[config.mk]
export PLATFORM = sky130hd
export DESIGN_NAME = dcd_top
export DESIGN_NICKNAME = d
export VERILOG_FILES = /design/src/dcd_isa_pkg.sv /design/src/dcd_core_pkg.sv /design/src/dcd_if.sv /design/src/dcd_operand_regs.sv /design/src/dcd_handshake_fsm.sv /design/src/dcd_alu_decode.sv /design/src/dcd_lsu_csr_decode.sv /design/src/dcd_brc_pc.sv /design/src/dcd_result_regs.sv /design/src/dcd_top.sv
export SDC_FILE = /design/constraint.sdc
export NUM_CORES = 1
export LEC_CHECK = 0
export BUFFER_PORTS_ARGS = -buffer_cell sky130_fd_sc_hd__buf_4
export CAP_MARGIN = 20
export CORE_MARGIN = 10
export CORE_UTILIZATION = 40
export DETAILED_ROUTE_END_ITERATION = 8
export RECOVER_POWER = 25
export SLEW_MARGIN = 10
export SYNTH_ARGS = -nofsm -noshare
export SYNTH_HDL_FRONTEND = slang
export SYNTH_HIERARCHICAL = 1
export SYNTH_SLANG_ARGS = --single-unit
[constraint.sdc]
create_clock -name clk -period 4 [get_ports clk]
set_input_delay 1 -clock clk [delete_from_list [all_inputs] [get_ports clk]]
set_output_delay 1 -clock clk [all_outputs]
set_load 0.01 [all_outputs]
[src/dcd_isa_pkg.sv]
package dcd_isa_pkg;

	typedef logic [6:0] opcode_t;
	typedef logic [2:0] funct3_t;

	// major opcodes, inst[6:0]
	localparam opcode_t OPC_LUI = 7'b0110111;
	localparam opcode_t OPC_AUIPC = 7'b0010111;
	localparam opcode_t OPC_JAL = 7'b1101111;
	localparam opcode_t OPC_JALR = 7'b1100111;
	localparam opcode_t OPC_BRANCH = 7'b1100011;
	localparam opcode_t OPC_LOAD = 7'b0000011;
	localparam opcode_t OPC_STORE = 7'b0100011;
	localparam opcode_t OPC_ARITH_IMM = 7'b0010011;
	localparam opcode_t OPC_ARITH_REG = 7'b0110011;
	localparam opcode_t OPC_SYSTEM = 7'b1110011; // csr access lives here

	localparam funct3_t F3_BEQ = 3'b000;
	localparam funct3_t F3_BNE = 3'b001;
	localparam funct3_t F3_BLT = 3'b100;
	localparam funct3_t F3_BGE = 3'b101;
	localparam funct3_t F3_BLTU = 3'b110;
	localparam funct3_t F3_BGEU = 3'b111;

	localparam funct3_t F3_ADD = 3'b000; // add, sub, addi
	localparam funct3_t F3_SLL = 3'b001;
	localparam funct3_t F3_SLT = 3'b010;
	localparam funct3_t F3_SLTU = 3'b011;
	localparam funct3_t F3_XOR = 3'b100;
	localparam funct3_t F3_SR = 3'b101; // srl and sra split by inst[30]
	localparam funct3_t F3_OR = 3'b110;
	localparam funct3_t F3_AND = 3'b111;

	localparam funct3_t F3_CSRRW = 3'b001;
	localparam funct3_t F3_CSRRS = 3'b010;
	localparam funct3_t F3_CSRRC = 3'b011;
	localparam funct3_t F3_CSRRWI = 3'b101;
	localparam funct3_t F3_CSRRSI = 3'b110;
	localparam funct3_t F3_CSRRCI = 3'b111;

	typedef enum logic [3:0] {
		ADD, SUB, EQU, NEQU,
		SGN_LT, SGN_GE, USGN_LT, USGN_GE,
		XOR, OR, AND,
		SLL, SRL, SRA
	} alu_mode_e;

	// same code as funct3 of the load/store
	typedef enum logic [2:0] {
		BYTE = 3'b000,
		HALF = 3'b001,
		WORD = 3'b010,
		BYTE_U = 3'b100,
		HALF_U = 3'b101
	} ls_type_e;

	typedef enum logic [1:0] {
		LOAD = 2'b00,
		SET = 2'b01,
		CLR = 2'b10
	} csr_upd_e;

	localparam int unsigned LINK_STEP = 4; // no compressed insts, step is fixed

endpackage

[src/dcd_core_pkg.sv]
package dcd_core_pkg;

	localparam int XLEN = 32;
	localparam int CSR_AW = 12;

	typedef logic [XLEN-1:0] word_t;
	typedef logic [XLEN-1:0] pc_t;
	typedef logic [CSR_AW-1:0] csr_addr_t;
	typedef logic [XLEN-1:0] imm_t; // already sign extended

	// req/ack controller states
	typedef enum logic [1:0] {
		IDLE,
		DECODE, // operands held, decoders settling
		ACK
	} hs_state_e;

endpackage

[src/dcd_if.sv]
`timescale 1ns/10ps

interface dcd_operand_if import dcd_core_pkg::*; ();

	word_t inst;
	pc_t pc;
	word_t rs1_v;
	word_t rs2_v;
	logic prdt_jump;

	modport regs (output inst, pc, rs1_v, rs2_v, prdt_jump);
	modport dec (input inst, pc, rs1_v, rs2_v, prdt_jump);

endinterface

interface dcd_result_if import dcd_isa_pkg::*; import dcd_core_pkg::*; ();

	logic is_b_inst;
	logic is_load_inst;
	logic is_store_inst;
	logic is_csr_rw_inst;
	logic rd_vld;
	alu_mode_e alu_op_mode;
	word_t alu_op1;
	word_t alu_op2;
	ls_type_e ls_type;
	logic ls_addr_aligned;
	csr_addr_t csr_addr;
	csr_upd_e csr_upd_type;
	word_t csr_upd_mask_v;
	pc_t brc_pc_upd;

	modport alu_src (output is_b_inst, is_load_inst, is_store_inst, is_csr_rw_inst,
		rd_vld, alu_op_mode, alu_op1, alu_op2);
	modport lsu_src (output ls_type, ls_addr_aligned, csr_addr, csr_upd_type,
		csr_upd_mask_v);
	modport brc_src (output brc_pc_upd);
	modport sink (input is_b_inst, is_load_inst, is_store_inst, is_csr_rw_inst,
		rd_vld, alu_op_mode, alu_op1, alu_op2, ls_type, ls_addr_aligned,
		csr_addr, csr_upd_type, csr_upd_mask_v, brc_pc_upd);

endinterface

[src/dcd_operand_regs.sv]
`timescale 1ns/10ps

module dcd_operand_regs
	import dcd_core_pkg::*;
(
	input logic clk,
	input logic arst_n,
	input logic capture,
	input word_t inst,
	input pc_t pc,
	input word_t rs1_v,
	input word_t rs2_v,
	input logic prdt_jump,
	dcd_operand_if.regs opnd
);

	// upstream may let go of the bus once ack is seen,
	// so the decoders run from this copy
	always_ff @(posedge clk or negedge arst_n) begin
		if (!arst_n) begin
			opnd.inst <= '0;
			opnd.pc <= '0;
			opnd.rs1_v <= '0;
			opnd.rs2_v <= '0;
			opnd.prdt_jump <= 1'b0;
		end else if (capture) begin
			opnd.inst <= inst;
			opnd.pc <= pc;
			opnd.rs1_v <= rs1_v; // register file read values
			opnd.rs2_v <= rs2_v;
			opnd.prdt_jump <= prdt_jump;
		end
	end

endmodule

[src/dcd_handshake_fsm.sv]
`timescale 1ns/10ps

module dcd_handshake_fsm
	import dcd_core_pkg::*;
(
	input logic clk,
	input logic arst_n,
	input logic in_req,
	output logic in_ack,
	output logic capture,
	output logic load
);

	hs_state_e state;
	hs_state_e state_nxt;

	always_comb begin
		state_nxt = state;
		case (state)
			IDLE: begin
				if (in_req) begin
					state_nxt = DECODE;
				end
			end
			DECODE: state_nxt = ACK; // one cycle for the decoders
			ACK: begin
				if (!in_req) begin
					state_nxt = IDLE; // phase 4, drop ack
				end
			end
			default: state_nxt = IDLE;
		endcase
	end

	always_ff @(posedge clk or negedge arst_n) begin
		if (!arst_n) begin
			state <= IDLE;
			in_ack <= 1'b0;
		end else begin
			state <= state_nxt;
			in_ack <= (state_nxt == ACK); // ack straight from a flop
		end
	end

	assign capture = (state == IDLE) & in_req;
	assign load = (state == DECODE);

endmodule

[src/dcd_alu_decode.sv]
`timescale 1ns/10ps

module dcd_alu_decode
	import dcd_isa_pkg::*;
	import dcd_core_pkg::*;
(
	dcd_operand_if.dec opnd,
	dcd_result_if.alu_src res
);

	opcode_t opc;
	funct3_t funct3;
	logic is_lui;
	logic is_auipc;
	logic is_jal;
	logic is_jalr;
	logic is_b;
	logic is_load;
	logic is_store;
	logic is_csr;
	logic is_arith_imm;
	logic is_arith_reg;
	imm_t arith_imm;
	imm_t ls_ofs;
	imm_t u_imm;

	assign opc = opnd.inst[6:0];
	assign funct3 = opnd.inst[14:12];

	assign is_lui = (opc == OPC_LUI);
	assign is_auipc = (opc == OPC_AUIPC);
	assign is_jal = (opc == OPC_JAL);
	assign is_jalr = (opc == OPC_JALR);
	assign is_b = (opc == OPC_BRANCH);
	assign is_load = (opc == OPC_LOAD);
	assign is_store = (opc == OPC_STORE);
	assign is_csr = (opc == OPC_SYSTEM) & (funct3[1:0] != 2'b00); // not ecall/ebreak/mret
	assign is_arith_imm = (opc == OPC_ARITH_IMM);
	assign is_arith_reg = (opc == OPC_ARITH_REG) & ~opnd.inst[25]; // no M extension

	// shamt field: bit 30 only selects srai
	assign arith_imm = {{20{opnd.inst[31]}},
		opnd.inst[31:20] & {1'b1, ~(funct3 == F3_SR), 10'h3ff}};
	assign ls_ofs = {{20{opnd.inst[31]}}, opnd.inst[31:25],
		is_store ? opnd.inst[11:7] : opnd.inst[24:20]};
	assign u_imm = {opnd.inst[31:12], 12'd0};

	assign res.is_b_inst = is_b;
	assign res.is_load_inst = is_load;
	assign res.is_store_inst = is_store;
	assign res.is_csr_rw_inst = is_csr;
	assign res.rd_vld = is_lui | is_auipc | is_jal | is_jalr | is_load |
		is_arith_imm | is_arith_reg | is_csr;

	always_comb begin
		res.alu_op_mode = ADD; // lui/auipc/jumps/ld/st and anything unknown
		if (is_b) begin
			case (funct3)
				F3_BEQ: res.alu_op_mode = EQU;
				F3_BNE: res.alu_op_mode = NEQU;
				F3_BLT: res.alu_op_mode = SGN_LT;
				F3_BGE: res.alu_op_mode = SGN_GE;
				F3_BLTU: res.alu_op_mode = USGN_LT;
				F3_BGEU: res.alu_op_mode = USGN_GE;
				default: res.alu_op_mode = ADD;
			endcase
		end else if (is_arith_imm | is_arith_reg) begin
			case (funct3)
				F3_ADD: res.alu_op_mode = (is_arith_reg & opnd.inst[30]) ? SUB : ADD;
				F3_SLL: res.alu_op_mode = SLL;
				F3_SLT: res.alu_op_mode = SGN_LT;
				F3_SLTU: res.alu_op_mode = USGN_LT;
				F3_XOR: res.alu_op_mode = XOR;
				F3_SR: res.alu_op_mode = opnd.inst[30] ? SRA : SRL;
				F3_OR: res.alu_op_mode = OR;
				F3_AND: res.alu_op_mode = AND;
				default: res.alu_op_mode = ADD;
			endcase
		end
	end

	always_comb begin
		if (is_auipc | is_jal | is_jalr) begin
			res.alu_op1 = opnd.pc;
		end else if (is_b | is_load | is_store | is_arith_imm | is_arith_reg) begin
			res.alu_op1 = opnd.rs1_v;
		end else begin
			res.alu_op1 = '0; // lui adds to zero
		end
	end

	always_comb begin
		if (is_jal | is_jalr) begin
			res.alu_op2 = word_t'(LINK_STEP); // link address
		end else if (is_lui | is_auipc) begin
			res.alu_op2 = u_imm;
		end else if (is_load | is_store) begin
			res.alu_op2 = ls_ofs;
		end else if (is_arith_imm) begin
			res.alu_op2 = arith_imm;
		end else if (is_b | is_arith_reg) begin
			res.alu_op2 = opnd.rs2_v;
		end else begin
			res.alu_op2 = '0;
		end
	end

endmodule

[src/dcd_lsu_csr_decode.sv]
`timescale 1ns/10ps

module dcd_lsu_csr_decode
	import dcd_isa_pkg::*;
	import dcd_core_pkg::*;
(
	dcd_operand_if.dec opnd,
	dcd_result_if.lsu_src res
);

	opcode_t opc;
	funct3_t funct3;
	logic is_ls;
	logic [1:0] ofs_lo;
	logic [1:0] addr_lo;
	word_t uimm;

	assign opc = opnd.inst[6:0];
	assign funct3 = opnd.inst[14:12];
	assign is_ls = (opc == OPC_LOAD) | (opc == OPC_STORE);

	// only the low two address bits matter for alignment
	assign ofs_lo = (opc == OPC_STORE) ? opnd.inst[8:7] : opnd.inst[21:20];
	assign addr_lo = opnd.rs1_v[1:0] + ofs_lo;

	assign res.ls_type = ls_type_e'(funct3);

	always_comb begin
		case (ls_type_e'(funct3))
			BYTE, BYTE_U: res.ls_addr_aligned = is_ls;
			HALF, HALF_U: res.ls_addr_aligned = is_ls & ~addr_lo[0];
			WORD: res.ls_addr_aligned = is_ls & (addr_lo == 2'b00);
			default: res.ls_addr_aligned = 1'b0; // reserved width
		endcase
	end

	assign res.csr_addr = opnd.inst[31:20];
	assign uimm = {27'd0, opnd.inst[19:15]}; // rs1 field as zimm

	always_comb begin
		case (funct3)
			F3_CSRRW: begin
				res.csr_upd_type = LOAD;
				res.csr_upd_mask_v = opnd.rs1_v;
			end
			F3_CSRRS: begin
				res.csr_upd_type = SET;
				res.csr_upd_mask_v = opnd.rs1_v;
			end
			F3_CSRRC: begin
				res.csr_upd_type = CLR;
				res.csr_upd_mask_v = ~opnd.rs1_v; // and-mask for the clear
			end
			F3_CSRRWI: begin
				res.csr_upd_type = LOAD;
				res.csr_upd_mask_v = uimm;
			end
			F3_CSRRSI: begin
				res.csr_upd_type = SET;
				res.csr_upd_mask_v = uimm;
			end
			F3_CSRRCI: begin
				res.csr_upd_type = CLR;
				res.csr_upd_mask_v = ~uimm;
			end
			default: begin
				res.csr_upd_type = LOAD;
				res.csr_upd_mask_v = '0;
			end
		endcase
	end

endmodule

[src/dcd_brc_pc.sv]
`timescale 1ns/10ps

module dcd_brc_pc
	import dcd_isa_pkg::*;
	import dcd_core_pkg::*;
(
	dcd_operand_if.dec opnd,
	dcd_result_if.brc_src res
);

	opcode_t opc;
	imm_t b_ofs;
	imm_t j_ofs;
	imm_t addend;

	assign opc = opnd.inst[6:0];

	assign b_ofs = {{20{opnd.inst[31]}}, opnd.inst[7], opnd.inst[30:25],
		opnd.inst[11:8], 1'b0};
	assign j_ofs = {{12{opnd.inst[31]}}, opnd.inst[19:12], opnd.inst[20],
		opnd.inst[30:21], 1'b0};

	// predicted taken recovers to the fall-through, else to the target
	always_comb begin
		if (opnd.prdt_jump) begin
			addend = imm_t'(LINK_STEP);
		end else if (opc == OPC_BRANCH) begin
			addend = b_ofs;
		end else if (opc == OPC_JAL) begin
			addend = j_ofs;
		end else begin
			addend = imm_t'(LINK_STEP);
		end
	end

	assign res.brc_pc_upd = opnd.pc + addend;

endmodule

[src/dcd_result_regs.sv]
`timescale 1ns/10ps

module dcd_result_regs
	import dcd_isa_pkg::*;
	import dcd_core_pkg::*;
(
	input logic clk,
	input logic arst_n,
	input logic load,
	dcd_result_if.sink res,
	output logic is_b_inst,
	output logic is_load_inst,
	output logic is_store_inst,
	output logic is_csr_rw_inst,
	output logic rd_vld,
	output alu_mode_e alu_op_mode,
	output word_t alu_op1,
	output word_t alu_op2,
	output ls_type_e ls_type,
	output logic ls_addr_aligned,
	output csr_addr_t csr_addr,
	output csr_upd_e csr_upd_type,
	output word_t csr_upd_mask_v,
	output pc_t brc_pc_upd
);

	// frozen from load until the next transaction
	always_ff @(posedge clk or negedge arst_n) begin
		if (!arst_n) begin
			is_b_inst <= 1'b0;
			is_load_inst <= 1'b0;
			is_store_inst <= 1'b0;
			is_csr_rw_inst <= 1'b0;
			rd_vld <= 1'b0;
			alu_op_mode <= ADD; // code 0
			alu_op1 <= '0;
			alu_op2 <= '0;
			ls_type <= BYTE;
			ls_addr_aligned <= 1'b0;
			csr_addr <= '0;
			csr_upd_type <= LOAD;
			csr_upd_mask_v <= '0;
			brc_pc_upd <= '0;
		end else if (load) begin
			is_b_inst <= res.is_b_inst;
			is_load_inst <= res.is_load_inst;
			is_store_inst <= res.is_store_inst;
			is_csr_rw_inst <= res.is_csr_rw_inst;
			rd_vld <= res.rd_vld;
			alu_op_mode <= res.alu_op_mode;
			alu_op1 <= res.alu_op1;
			alu_op2 <= res.alu_op2;
			ls_type <= res.ls_type;
			ls_addr_aligned <= res.ls_addr_aligned;
			csr_addr <= res.csr_addr;
			csr_upd_type <= res.csr_upd_type;
			csr_upd_mask_v <= res.csr_upd_mask_v;
			brc_pc_upd <= res.brc_pc_upd;
		end
	end

endmodule

[src/dcd_top.sv]
`timescale 1ns/10ps

module dcd_top
	import dcd_isa_pkg::*;
	import dcd_core_pkg::*;
(
	input logic clk,
	input logic arst_n,
	input logic in_req,
	output logic in_ack,
	input word_t inst,
	input pc_t pc,
	input word_t rs1_v,
	input word_t rs2_v,
	input logic prdt_jump,
	output logic is_b_inst,
	output logic is_load_inst,
	output logic is_store_inst,
	output logic is_csr_rw_inst,
	output logic rd_vld,
	output alu_mode_e alu_op_mode,
	output word_t alu_op1,
	output word_t alu_op2,
	output ls_type_e ls_type,
	output logic ls_addr_aligned,
	output csr_addr_t csr_addr,
	output csr_upd_e csr_upd_type,
	output word_t csr_upd_mask_v,
	output pc_t brc_pc_upd
);

	logic capture; // operand load, IDLE with req
	logic load; // result load, one cycle later

	dcd_operand_if opnd_if ();
	dcd_result_if res_if ();

	dcd_handshake_fsm u_hs_fsm (
		.clk (clk),
		.arst_n (arst_n),
		.in_req (in_req),
		.in_ack (in_ack),
		.capture (capture),
		.load (load)
	);

	dcd_operand_regs u_opnd_regs (
		.clk (clk),
		.arst_n (arst_n),
		.capture (capture),
		.inst (inst),
		.pc (pc),
		.rs1_v (rs1_v),
		.rs2_v (rs2_v),
		.prdt_jump (prdt_jump),
		.opnd (opnd_if.regs)
	);

	dcd_alu_decode u_alu_dcd (
		.opnd (opnd_if.dec),
		.res (res_if.alu_src)
	);

	dcd_lsu_csr_decode u_lsu_csr_dcd (
		.opnd (opnd_if.dec),
		.res (res_if.lsu_src)
	);

	dcd_brc_pc u_brc_pc (
		.opnd (opnd_if.dec),
		.res (res_if.brc_src)
	);

	dcd_result_regs u_res_regs (
		.clk (clk),
		.arst_n (arst_n),
		.load (load),
		.res (res_if.sink),
		.is_b_inst (is_b_inst),
		.is_load_inst (is_load_inst),
		.is_store_inst (is_store_inst),
		.is_csr_rw_inst (is_csr_rw_inst),
		.rd_vld (rd_vld),
		.alu_op_mode (alu_op_mode),
		.alu_op1 (alu_op1),
		.alu_op2 (alu_op2),
		.ls_type (ls_type),
		.ls_addr_aligned (ls_addr_aligned),
		.csr_addr (csr_addr),
		.csr_upd_type (csr_upd_type),
		.csr_upd_mask_v (csr_upd_mask_v),
		.brc_pc_upd (brc_pc_upd)
	);

endmodule

Word-level counts from Yosys, hierarchy flattened
Index checks and enable logic that the tools add are counted.
Operators by class
  add/sub/neg operators: 2
  equal/unequal tests: 20
  muxes and demuxes: 24
  bitwise operators: 29
  reductions and logical operators: 10
Operators by type and width (number)
  $mux 32: 10
  $pmux 32 s4: 1
  $add 32x32->32: 1
  $not 32->32: 1
  $not 5->32: 1
  $pmux 4 s8: 1
  $eq 7x7->1 const B: 4
  $eq 7x6->1 const B: 3
  $pmux 3 s6: 1
  $or 1x1->1: 17
  $eq 7x5->1 const B: 2
  $and 12x12->12: 1
  $eq 3x3->1 const B: 4
  $reduce_or 2->1: 6
  $mux 4: 2
  $eq 7x2->1 const B: 1
  $and 1x1->1: 6
  $eq 3x2->1 const B: 2
  $mux 2: 3
  $pmux 2 s3: 1
  $mux 5: 1
  $eq 2x2->1 const B: 2
  $logic_not 2->1: 2
  $pmux 2 s2: 1
  8 further kinds: 11
Storage, ports and cells
  bits in registers: 287
  input port bits: 132
  output and inout port bits: 156

Depth between registers and ports, before layout
Gate-level depths: netlist (run 1).
  word-level depth: 8
  depth in mapped cells: 17
  gate-level depth less buffers: 16

By module
Netlist (run 1), hierarchy kept.
By module, submodules not included
  dcd_result_regs: times used 1, cells each 327, area each 5845.6 um^2, seq. area each 3878.7 um^2
  dcd_operand_regs: times used 1, cells each 272, area each 4832.1 um^2, seq. area each 3228.1 um^2
  dcd_brc_pc: times used 1, cells each 284, area each 1935.6 um^2, seq. area each 0.0 um^2
  dcd_alu_decode: times used 1, cells each 191, area each 1297.5 um^2, seq. area each 0.0 um^2
  dcd_lsu_csr_decode: times used 1, cells each 134, area each 782.0 um^2, seq. area each 0.0 um^2
  dcd_handshake_fsm: times used 1, cells each 9, area each 123.9 um^2, seq. area each 75.1 um^2

Worst setup path after synthesis (run 1)
Ideal clock, no wire load.
  path kind: flip-flop to flip-flop
  from: reg u_opnd_regs.opnd.inst[5]
  to: reg u_res_regs.brc_pc_upd[25]
  setup time: 0.125 ns
  arrival time: 3.491 ns
  slack: 0.384 ns
  cell stages (with the launch flop): 18
  period minus slack after synthesis: 3.616 ns
  path through: dfrtp_1 -> nor2b_1 -> nand4_1 -> nor2_1 -> clkbuf_1 -> a22oi_1 -> nor2_1 -> ha_1 -> inv_1 -> fa_1 -> nor2b_4 -> o2111ai_2 -> a21oi_2 -> a211oi_4 -> o311ai_4 -> a311oi_2 -> xnor2_1 -> mux2_2
On the way
  cells in the longest elaborated chain, start to end: 5
  elaborated cells on any way between the ends: 6
RTL lines
  start, declared: RTL line dcd_if.sv:11  | modport regs (output inst, pc, rs1_v, rs2_v, prdt_jump);
  $eq 7x7->1: RTL line dcd_brc_pc.sv:29  | end else if (opc == OPC_JAL) begin
  $mux 32: RTL line dcd_brc_pc.sv:29
  $mux 32 *: RTL line dcd_brc_pc.sv:27  | end else if (opc == OPC_BRANCH) begin
  $mux 32 *: RTL line dcd_brc_pc.sv:25  | if (opnd.prdt_jump) begin
  $add 32x32->32 *: RTL line dcd_brc_pc.sv:36  | assign res.brc_pc_upd = opnd.pc + addend;
  named net res_if.brc_pc_upd[25]: RTL line dcd_if.sv:31  | pc_t brc_pc_upd;
  end signal, assigned: RTL line dcd_result_regs.sv:58  | brc_pc_upd <= res.brc_pc_upd;
  end, declared: RTL line dcd_result_regs.sv:24  | output pc_t brc_pc_upd
The timed path passes the listed nets; every way through them passes the cells marked *.
A chain may end at the register's enable or synchronous reset.

Worst setup path in the final report (run 1)
  from: reg u_opnd_regs.opnd.inst[4]
  to: reg u_res_regs.brc_pc_upd[31]
The elaborated chain is that of the path after synthesis.

==> results of run 1 <==
sequential cells by signal, summed over array words and instances, names as in the netlist, 3 cells and up:
| name | flops |
|---|---|
| u_opnd_regs/opnd.rs2_v | 32 |
| u_res_regs/csr_addr | 12 |
| u_res_regs/csr_upd_mask_v | 32 |
| u_opnd_regs/opnd.pc | 32 |
| u_opnd_regs/opnd.rs1_v | 32 |
| u_opnd_regs/opnd.inst | 32 |
| u_res_regs/ls_type | 3 |
| u_res_regs/alu_op_mode | 4 |
| u_res_regs/alu_op2 | 32 |
| u_res_regs/brc_pc_upd | 32 |
| u_res_regs/alu_op1 | 32 |
kinds of logic (layout without fill, tap and decap cells):
family,after synthesis,after routing,synth area share [%]
muxes,296,296,22.4
DFF,287,287,48.5
AOI/OAI and AO/OA,242,242,11.2
and+or+nand+nor,231,231,8.20
buffers and inverters,95,387,4.85
adders and majority gates,35,35,3.01
xor gates and xnor gates,31,31,1.83
other,0,2,0
per-layer routing:
layer / part of all wire [%] / global-route usage, % / up-vias
met5: 0.090 / 0 / -
met4: 1.6 / 3.69 / 6
met3: 8.4 / 5.88 / 46
met2: 46 / 31.7 / 319
met1: 43 / 25.9 / 5345
li1: - / - / 4947
cell usage in the layout, fill, tap and decap left out, drive strengths merged, types with 3 or more instances in the layout:
cell type  netlist  layout
clkbuf          25      52
and3             3       3
nand4            9       9
inv             14      15
xor2            12      12
buf             56     312
nor4             5       5
a21oi           67      67
a22oi            6       6
dfrtp          287     287
a31oi            4       4
o21ai           76      76
mux2           285     285
ha              34      34
a22o            38      38
a21o            12      12
o21a             4       4
nand2b          36      36
nand3            7       7
nor2            29      29
xnor2           19      19
or3b             3       3
and2            11      11
a221oi           5       5
nor3b            4       4
nand2           90      90
nor2b           11      11
or3              6       6
clkinv           0       5
a211oi           6       6
nor3             8       8
mux2i           11      11
worst reg2reg max path, stage by stage (launching register included):
cell	delay, ps
dfrtp_1	380
nor2b_1	120
nand4_1	210
nor3_1	260
a22oi_1	110
nor2_1	130
ha_1	200
inv_1	60
fa_1	430
nor2b_4	140
o2111ai_2	130
a21oi_2	250
a21oi_1	160
o21ai_0	410
a221oi_2	130
xor2_1	190
mux2_2	270
power groups by stage:
stage / combinational [W] / sequential, W / clock, W
global route: 0.00670 / 0.00553 / 0.00313
detailed placement: 0.00617 / 0.00542 / 0
CTS: 0.00619 / 0.00538 / 0.00300
finish: 0.00613 / 0.00535 / 0.00292
floorplan: 0.00389 / 0.00526 / 0
global placement: 0.00609 / 0.00540 / 0
worst max path at each step:
stage / endpoint / startpoint / slack, ps / cells after the start
final: u_res_regs/brc_pc_upd[31] / u_opnd_regs/opnd.inst[4] / 330 / 16
after floorplan: u_res_regs/brc_pc_upd[25] / u_opnd_regs/opnd.inst[5] / 380 / 17
after CTS: u_res_regs/brc_pc_upd[31] / u_opnd_regs/opnd.inst[4] / 360 / 16
after detailed placement: u_res_regs/brc_pc_upd[31] / u_opnd_regs/opnd.inst[4] / 380 / 16
after global placement: u_res_regs/brc_pc_upd[31] / u_opnd_regs/opnd.inst[4] / 490 / 16
after global routing: u_res_regs/brc_pc_upd[31] / u_opnd_regs/opnd.inst[4] / 110 / 15
stage by stage:
| stage | instances | hold slack, ps | total power [W] | utilization (%) |
|---|---|---|---|---|
| 3_3_place_gp | 1919 | 480 | 0.0115 | 47.0 |
| 3_5_place_dp | 1919 | 495 | 0.0116 | 47.0 |
| 4_1_cts | 1976 | 498 | 0.0146 | 49.9 |
| 2_1_floorplan | 1217 | 446 | 0.00915 | - |
| 6_report | 1979 | 505 | 0.0144 | 49.8 |
| 5_1_grt | 1978 | 520 | 0.0154 | 49.8 |
final cells by class:
class | instances | area share (%)
inverters | 14 | 0.288
flip-flops and latches | 287 | 39.4
multi-input cells | 835 | 38.0
repair buffers | 316 | 13.3
clock inverters | 9 | 0.556
diodes | 2 | 0.0274
clock buffers | 48 | 5.21
well taps | 468 | 3.21
==> impl_metrics.toml, run 1 <==
[floorplan]
die_area_sq_um = 45100
start_util_pct = 40.5
pin_count = 288
die_w_um = 212
fp.coreArea_sq_um = 36600
die_y_um = 212
rows = 70

[pwr]
power_density_nw_per_um2 = 790
p_leak_nw = 8.45
share_seq_of_total_power_pct = 37.1
clkPwrFrac_pct = 20.3
p_sw_share_pct = 37.5
ir_worst_vdd_mv = 0.553
p_switching_w = 0.00540
p_comb_share_pct = 42.6
p_int_w = 0.00901

[cts]
clock_sink_count = 287
cts_inserted_buffers = 31
cts_setup_buffers = 0
htree_num_levels = 1
ctsResizeCount = 0
clkLatencyLatePin_ps = 560
holdBufCountCts = 0
cts_root_buf = "clkbuf_16"
cts.clk_slew.worst_paths_ps = 60
clk_path_buf_depth = 3
cts_tree = "yes"

[setup_path]
cp_max_fo = 4
r2r_setup_slack_ps = 330
worstPathArrival_ps = 4120
ff2ff_path_depth = 16
crit_chain = "nor2b_1 > nand4_1 > nor3_1 > a22oi_1 > nor2_1 > ha_1 > inv_1 > fa_1 > nor2b_4 > o2111ai_2 > a21oi_2 > a21oi_1 > o21ai_0 > a221oi_2 > xor2_1 > mux2_2"
crit-reg2reg-launch = "u_opnd_regs/opnd.inst[4]"
worstSetupEndpointType = "register"
r2r-end = "u_res_regs/brc_pc_upd[31]"
crit_slowest_cell = "fa_1"
startpoint_type = "register"
max_stage_delay_ps = 430
critPathKind = "register to register"
path_delay_family = "compound AO/OA/AOI/OAI gates"
cp.required_ps = 4450
cp_num_buf_inv = 1

[synthesis]
ys_warn_count = 6
yosysTopAreaCell = "dfrtp_1"
netlist-cell-type-count = 75
synth-seq-area-share_pct = 48.5
syn_nets = 1384
synth.most_common_cell = "dfrtp_1"
post_synth.cell_area_avg_sq_um = 12.2
synth-async-reset-ratio_pct = 100
ys_ff_latch = 287
synthCells = 1217
synthFlopType = "dfrtp_1"
synth_area_sq_um = 14800
synth_edf_count = 0
yosys.area.top_type_share_pct = 48.5
synth_area_leaders = "dfrtp_1 (48%), mux2_2 (22%), ha_1 (2.9%), nand2_1 (2.3%), a22o_1 (2.2%)"
netlist_top_cells_count = "dfrtp_1 (287), mux2_2 (284), nand2_1 (90), a21oi_1 (53)"

[place]
dpl_cell_area_sq_um = 17200
portBuffers = 287
place_congestion = 0.900
place_hpwl_mm = 32.2
place_ws_ps = 385

[route]
ant_nets = 0
route.detailed.drc = 0
first_iter_violations = 665
vias = 10700
firstDrtPassIters = 5
wirelength_mm = 45.6
vias_per_cell = 5.39
wire_per_inst_um = 23.1

[layout]
drive_gt1_share_pct = 45.5
fillerInstances = 3342
post-route-cell-area_sq_um = 18200
layout.nets = 1652
syn_to_final_growth_pct = 23.1
seq_area_sq_um = 7180
multi_input_area_sq_um = 6940

[global_routing]
grt_max_degree = 130
grt_use_total_pct = 19.7
grt_overflow = 0
grt_pass1_wl_mm = 69.2
grt_pass1_vias = 11200
antenna_found_initial = 4

[min_path]
holdPathEnd = "u_hs_fsm/state[0]"
hp-start = "u_hs_fsm/state[0]"
holdCritPathClass = "register to register"
holdPathStages = 1

[sta]
clock_skew_ps = 8.41
maxSlewViolCount = 94
setup-tns-final_ps = 0
rsz0062_at_grt = "no"
min_period_over_period_pct = 91.9
worst_pin_slew_ps = 2410
max-slew-margin-rel_pct = -60.6
setup_viol = 0
hold_viol_final = 0
fin_crit_ps = 3670
fin_ws_ps = 326
fmax_ghz = 0.272

[status]
outcome = "complete, but fails checks"
violations = "max-capacitance violations, max-slew violations"

[run]
drv_cap = 1
(Power assumes the default switching activity.)
==> run 2, diff against run 1 <==
--- a/config.mk
+++ b/config.mk
@@ -5,14 +5,16 @@
 export SDC_FILE = /design/constraint.sdc
 export NUM_CORES = 1
 export LEC_CHECK = 0
-export BUFFER_PORTS_ARGS = -buffer_cell sky130_fd_sc_hd__buf_4
+export BUFFER_PORTS_ARGS = -buffer_cell sky130_fd_sc_hd__buf_2
 export CAP_MARGIN = 20
 export CORE_MARGIN = 10
-export CORE_UTILIZATION = 40
+export CORE_UTILIZATION = 56
 export DETAILED_ROUTE_END_ITERATION = 8
+export PLACE_DENSITY = 0.81
 export RECOVER_POWER = 25
 export SLEW_MARGIN = 10
 export SYNTH_ARGS = -nofsm -noshare
 export SYNTH_HDL_FRONTEND = slang
 export SYNTH_HIERARCHICAL = 1
 export SYNTH_SLANG_ARGS = --single-unit
+export TNS_END_PERCENT = 30
==> run 2 against run 1 <==
Non-clock buffer count decreased by 4. Highest routed layer unchanged. Hold slack got worse by 5.4 ps. Combinational power decreased by 7.8%. The flow still finishes with violations (max-capacitance violations, max-slew violations).
==> impl_metrics.toml, run 2 (synthesized netlist as in run 1, its figures left out) <==
[floorplan]
die_w_um = 183
die_y_um = 183
die_area_sq_um = 33400
rows = 59
start_util_pct = 56.9
fp.coreArea_sq_um = 26100
pin_count = 288

[cts]
cts_setup_buffers = 0
clk_path_buf_depth = 3
cts_tree = "yes"
clkLatencyLatePin_ps = 550
htree_num_levels = 1
cts_root_buf = "clkbuf_16"
clock_sink_count = 287
holdBufCountCts = 0
ctsResizeCount = 0
cts_inserted_buffers = 30
cts.clk_slew.worst_paths_ps = 70

[pwr]
ir_worst_vdd_mv = 0.504
share_seq_of_total_power_pct = 38.5
p_leak_nw = 8.25
power_density_nw_per_um2 = 799
p_sw_share_pct = 38.2
p_switching_w = 0.00527
p_comb_share_pct = 40.9
p_total_w = 0.0138
p_int_w = 0.00855
clkPwrFrac_pct = 20.6

[sta]
clock_skew_ps = 12.4
hold_viol_final = 0
min_period_over_period_pct = 92.6
setup_viol = 0
hold_slack_ps = 500
rsz0062_at_grt = "no"
worst_pin_slew_ps = 2680
fmax_ghz = 0.270
fin_crit_ps = 3700
max-slew-margin-rel_pct = -79.0
setup-tns-final_ps = 0
maxSlewViolCount = 101

[route]
vias_per_cell = 5.92
route.detailed.drc = 0
first_iter_violations = 694
firstDrtPassIters = 7
wire_per_inst_um = 22.6
ant_nets = 0
wirelength_mm = 41.8
vias = 10900

[layout]
syn_to_final_growth_pct = 16.7
layout_common_cells = "dfrtp_1 (286), buf_2 (285), mux2_2 (284)"
layout.nets = 1647
drive_gt1_share_pct = 45.3
final_common_cell = "dfrtp_1"

[global_routing]
antenna_found_initial = 10
grt_pass1_vias = 11600
grt_overflow = 0
grt_pass1_wl_mm = 65.2
grt_use_total_pct = 24.2
grt_max_degree = 104

[setup_path]
worstSetupEndpointType = "register"
startpoint_type = "register"
cp.required_ps = 4440
r2r_setup_slack_ps = 300
cp_max_fo = 8
ff2ff_path_depth = 15
critPathKind = "register to register"
worstPathArrival_ps = 4150

[place]
place_hpwl_mm = 30.0
place_congestion = 0.956
portBuffers = 287

[min_path]
holdCritPathClass = "register to register"
holdPathStages = 1

[status]
violations = "max-capacitance violations, max-slew violations"
outcome = "complete, but fails checks"

[run]
drv_cap = 1
-- run 2: changes by cell type in the layout (fill, tap and decap cells not counted), sizes merged --
cell / delta
bufinv: +1
buf: -2
diode: +4
clkinv: +6
clkbuf: -10
-- run 2: power groups by stage --
stage / sequential (W) / combinational, W / clock, W
finish: 0.00532 / 0.00565 / 0.00285
CTS: 0.00533 / 0.00568 / 0.00290
detailed placement: 0.00536 / 0.00564 / 0
global route: 0.00548 / 0.00615 / 0.00301
global placement: 0.00530 / 0.00550 / 0
floorplan: 0.00526 / 0.00389 / 0
-- run 2: path summary, 6_finish.rpt --
kind	start	to
worst max-delay path	u_opnd_regs/opnd.inst[4]	u_res_regs/brc_pc_upd[31]
worst min-delay path	u_res_regs/alu_op1[9]	u_res_regs/alu_op1[9]
worst max register to register	u_opnd_regs/opnd.inst[4]	u_res_regs/brc_pc_upd[31]
worst min register to register	u_res_regs/alu_op1[9]	u_res_regs/alu_op1[9]
max in group asynchronous	arst_n	u_res_regs/brc_pc_upd[23]
min in group asynchronous	arst_n	u_res_regs/csr_upd_mask_v[13]
-- run 2: routing by layer --
layer	vias to the layer above	GRT usage, %	wire length [um]
li1	4939	-	-
met3	72	6.98	3380
met5	-	0	44
met4	8	7.35	1130
met1	5480	29.5	16800
met2	423	40.7	20400
-- run 2: critical path, cell delays in order, from the launching register on --
cell      delay [ps]
dfrtp_1          380
nor2b_1          130
nand4_1          210
nor3_1           270
buf_4            190
nand2_1          180
a21oi_1          280
ha_1             350
a21oi_1          190
o21ai_1          140
a21oi_1          190
o21ai_1           70
a221o_1          330
a221oi_2         310
xor2_1           100
mux2_2           270
-- run 2: metrics by stage --
step	utilization (%)	cells	setup slack [ps]	cell area [sq um]
after floorplan	-	1217	384	14800
after global placement	62.5	1783	560	16300
after detailed placement	62.5	1783	405	16300
after CTS	66.4	1839	388	17300
after global routing	66.3	1842	2.05	17300
final	66.4	1845	296	17300
-- run 2: layout make-up --
cell class | instances | area [sq um]
inverters | 14 | 52.6
clock inverters | 16 | 171
repair buffers | 312 | 1670
clock buffers | 40 | 840
fillers | 1997 | 8770
multi-input cells | 835 | 6940
well taps | 335 | 419
flip-flops and latches | 287 | 7180
diodes | 6 | 15.0
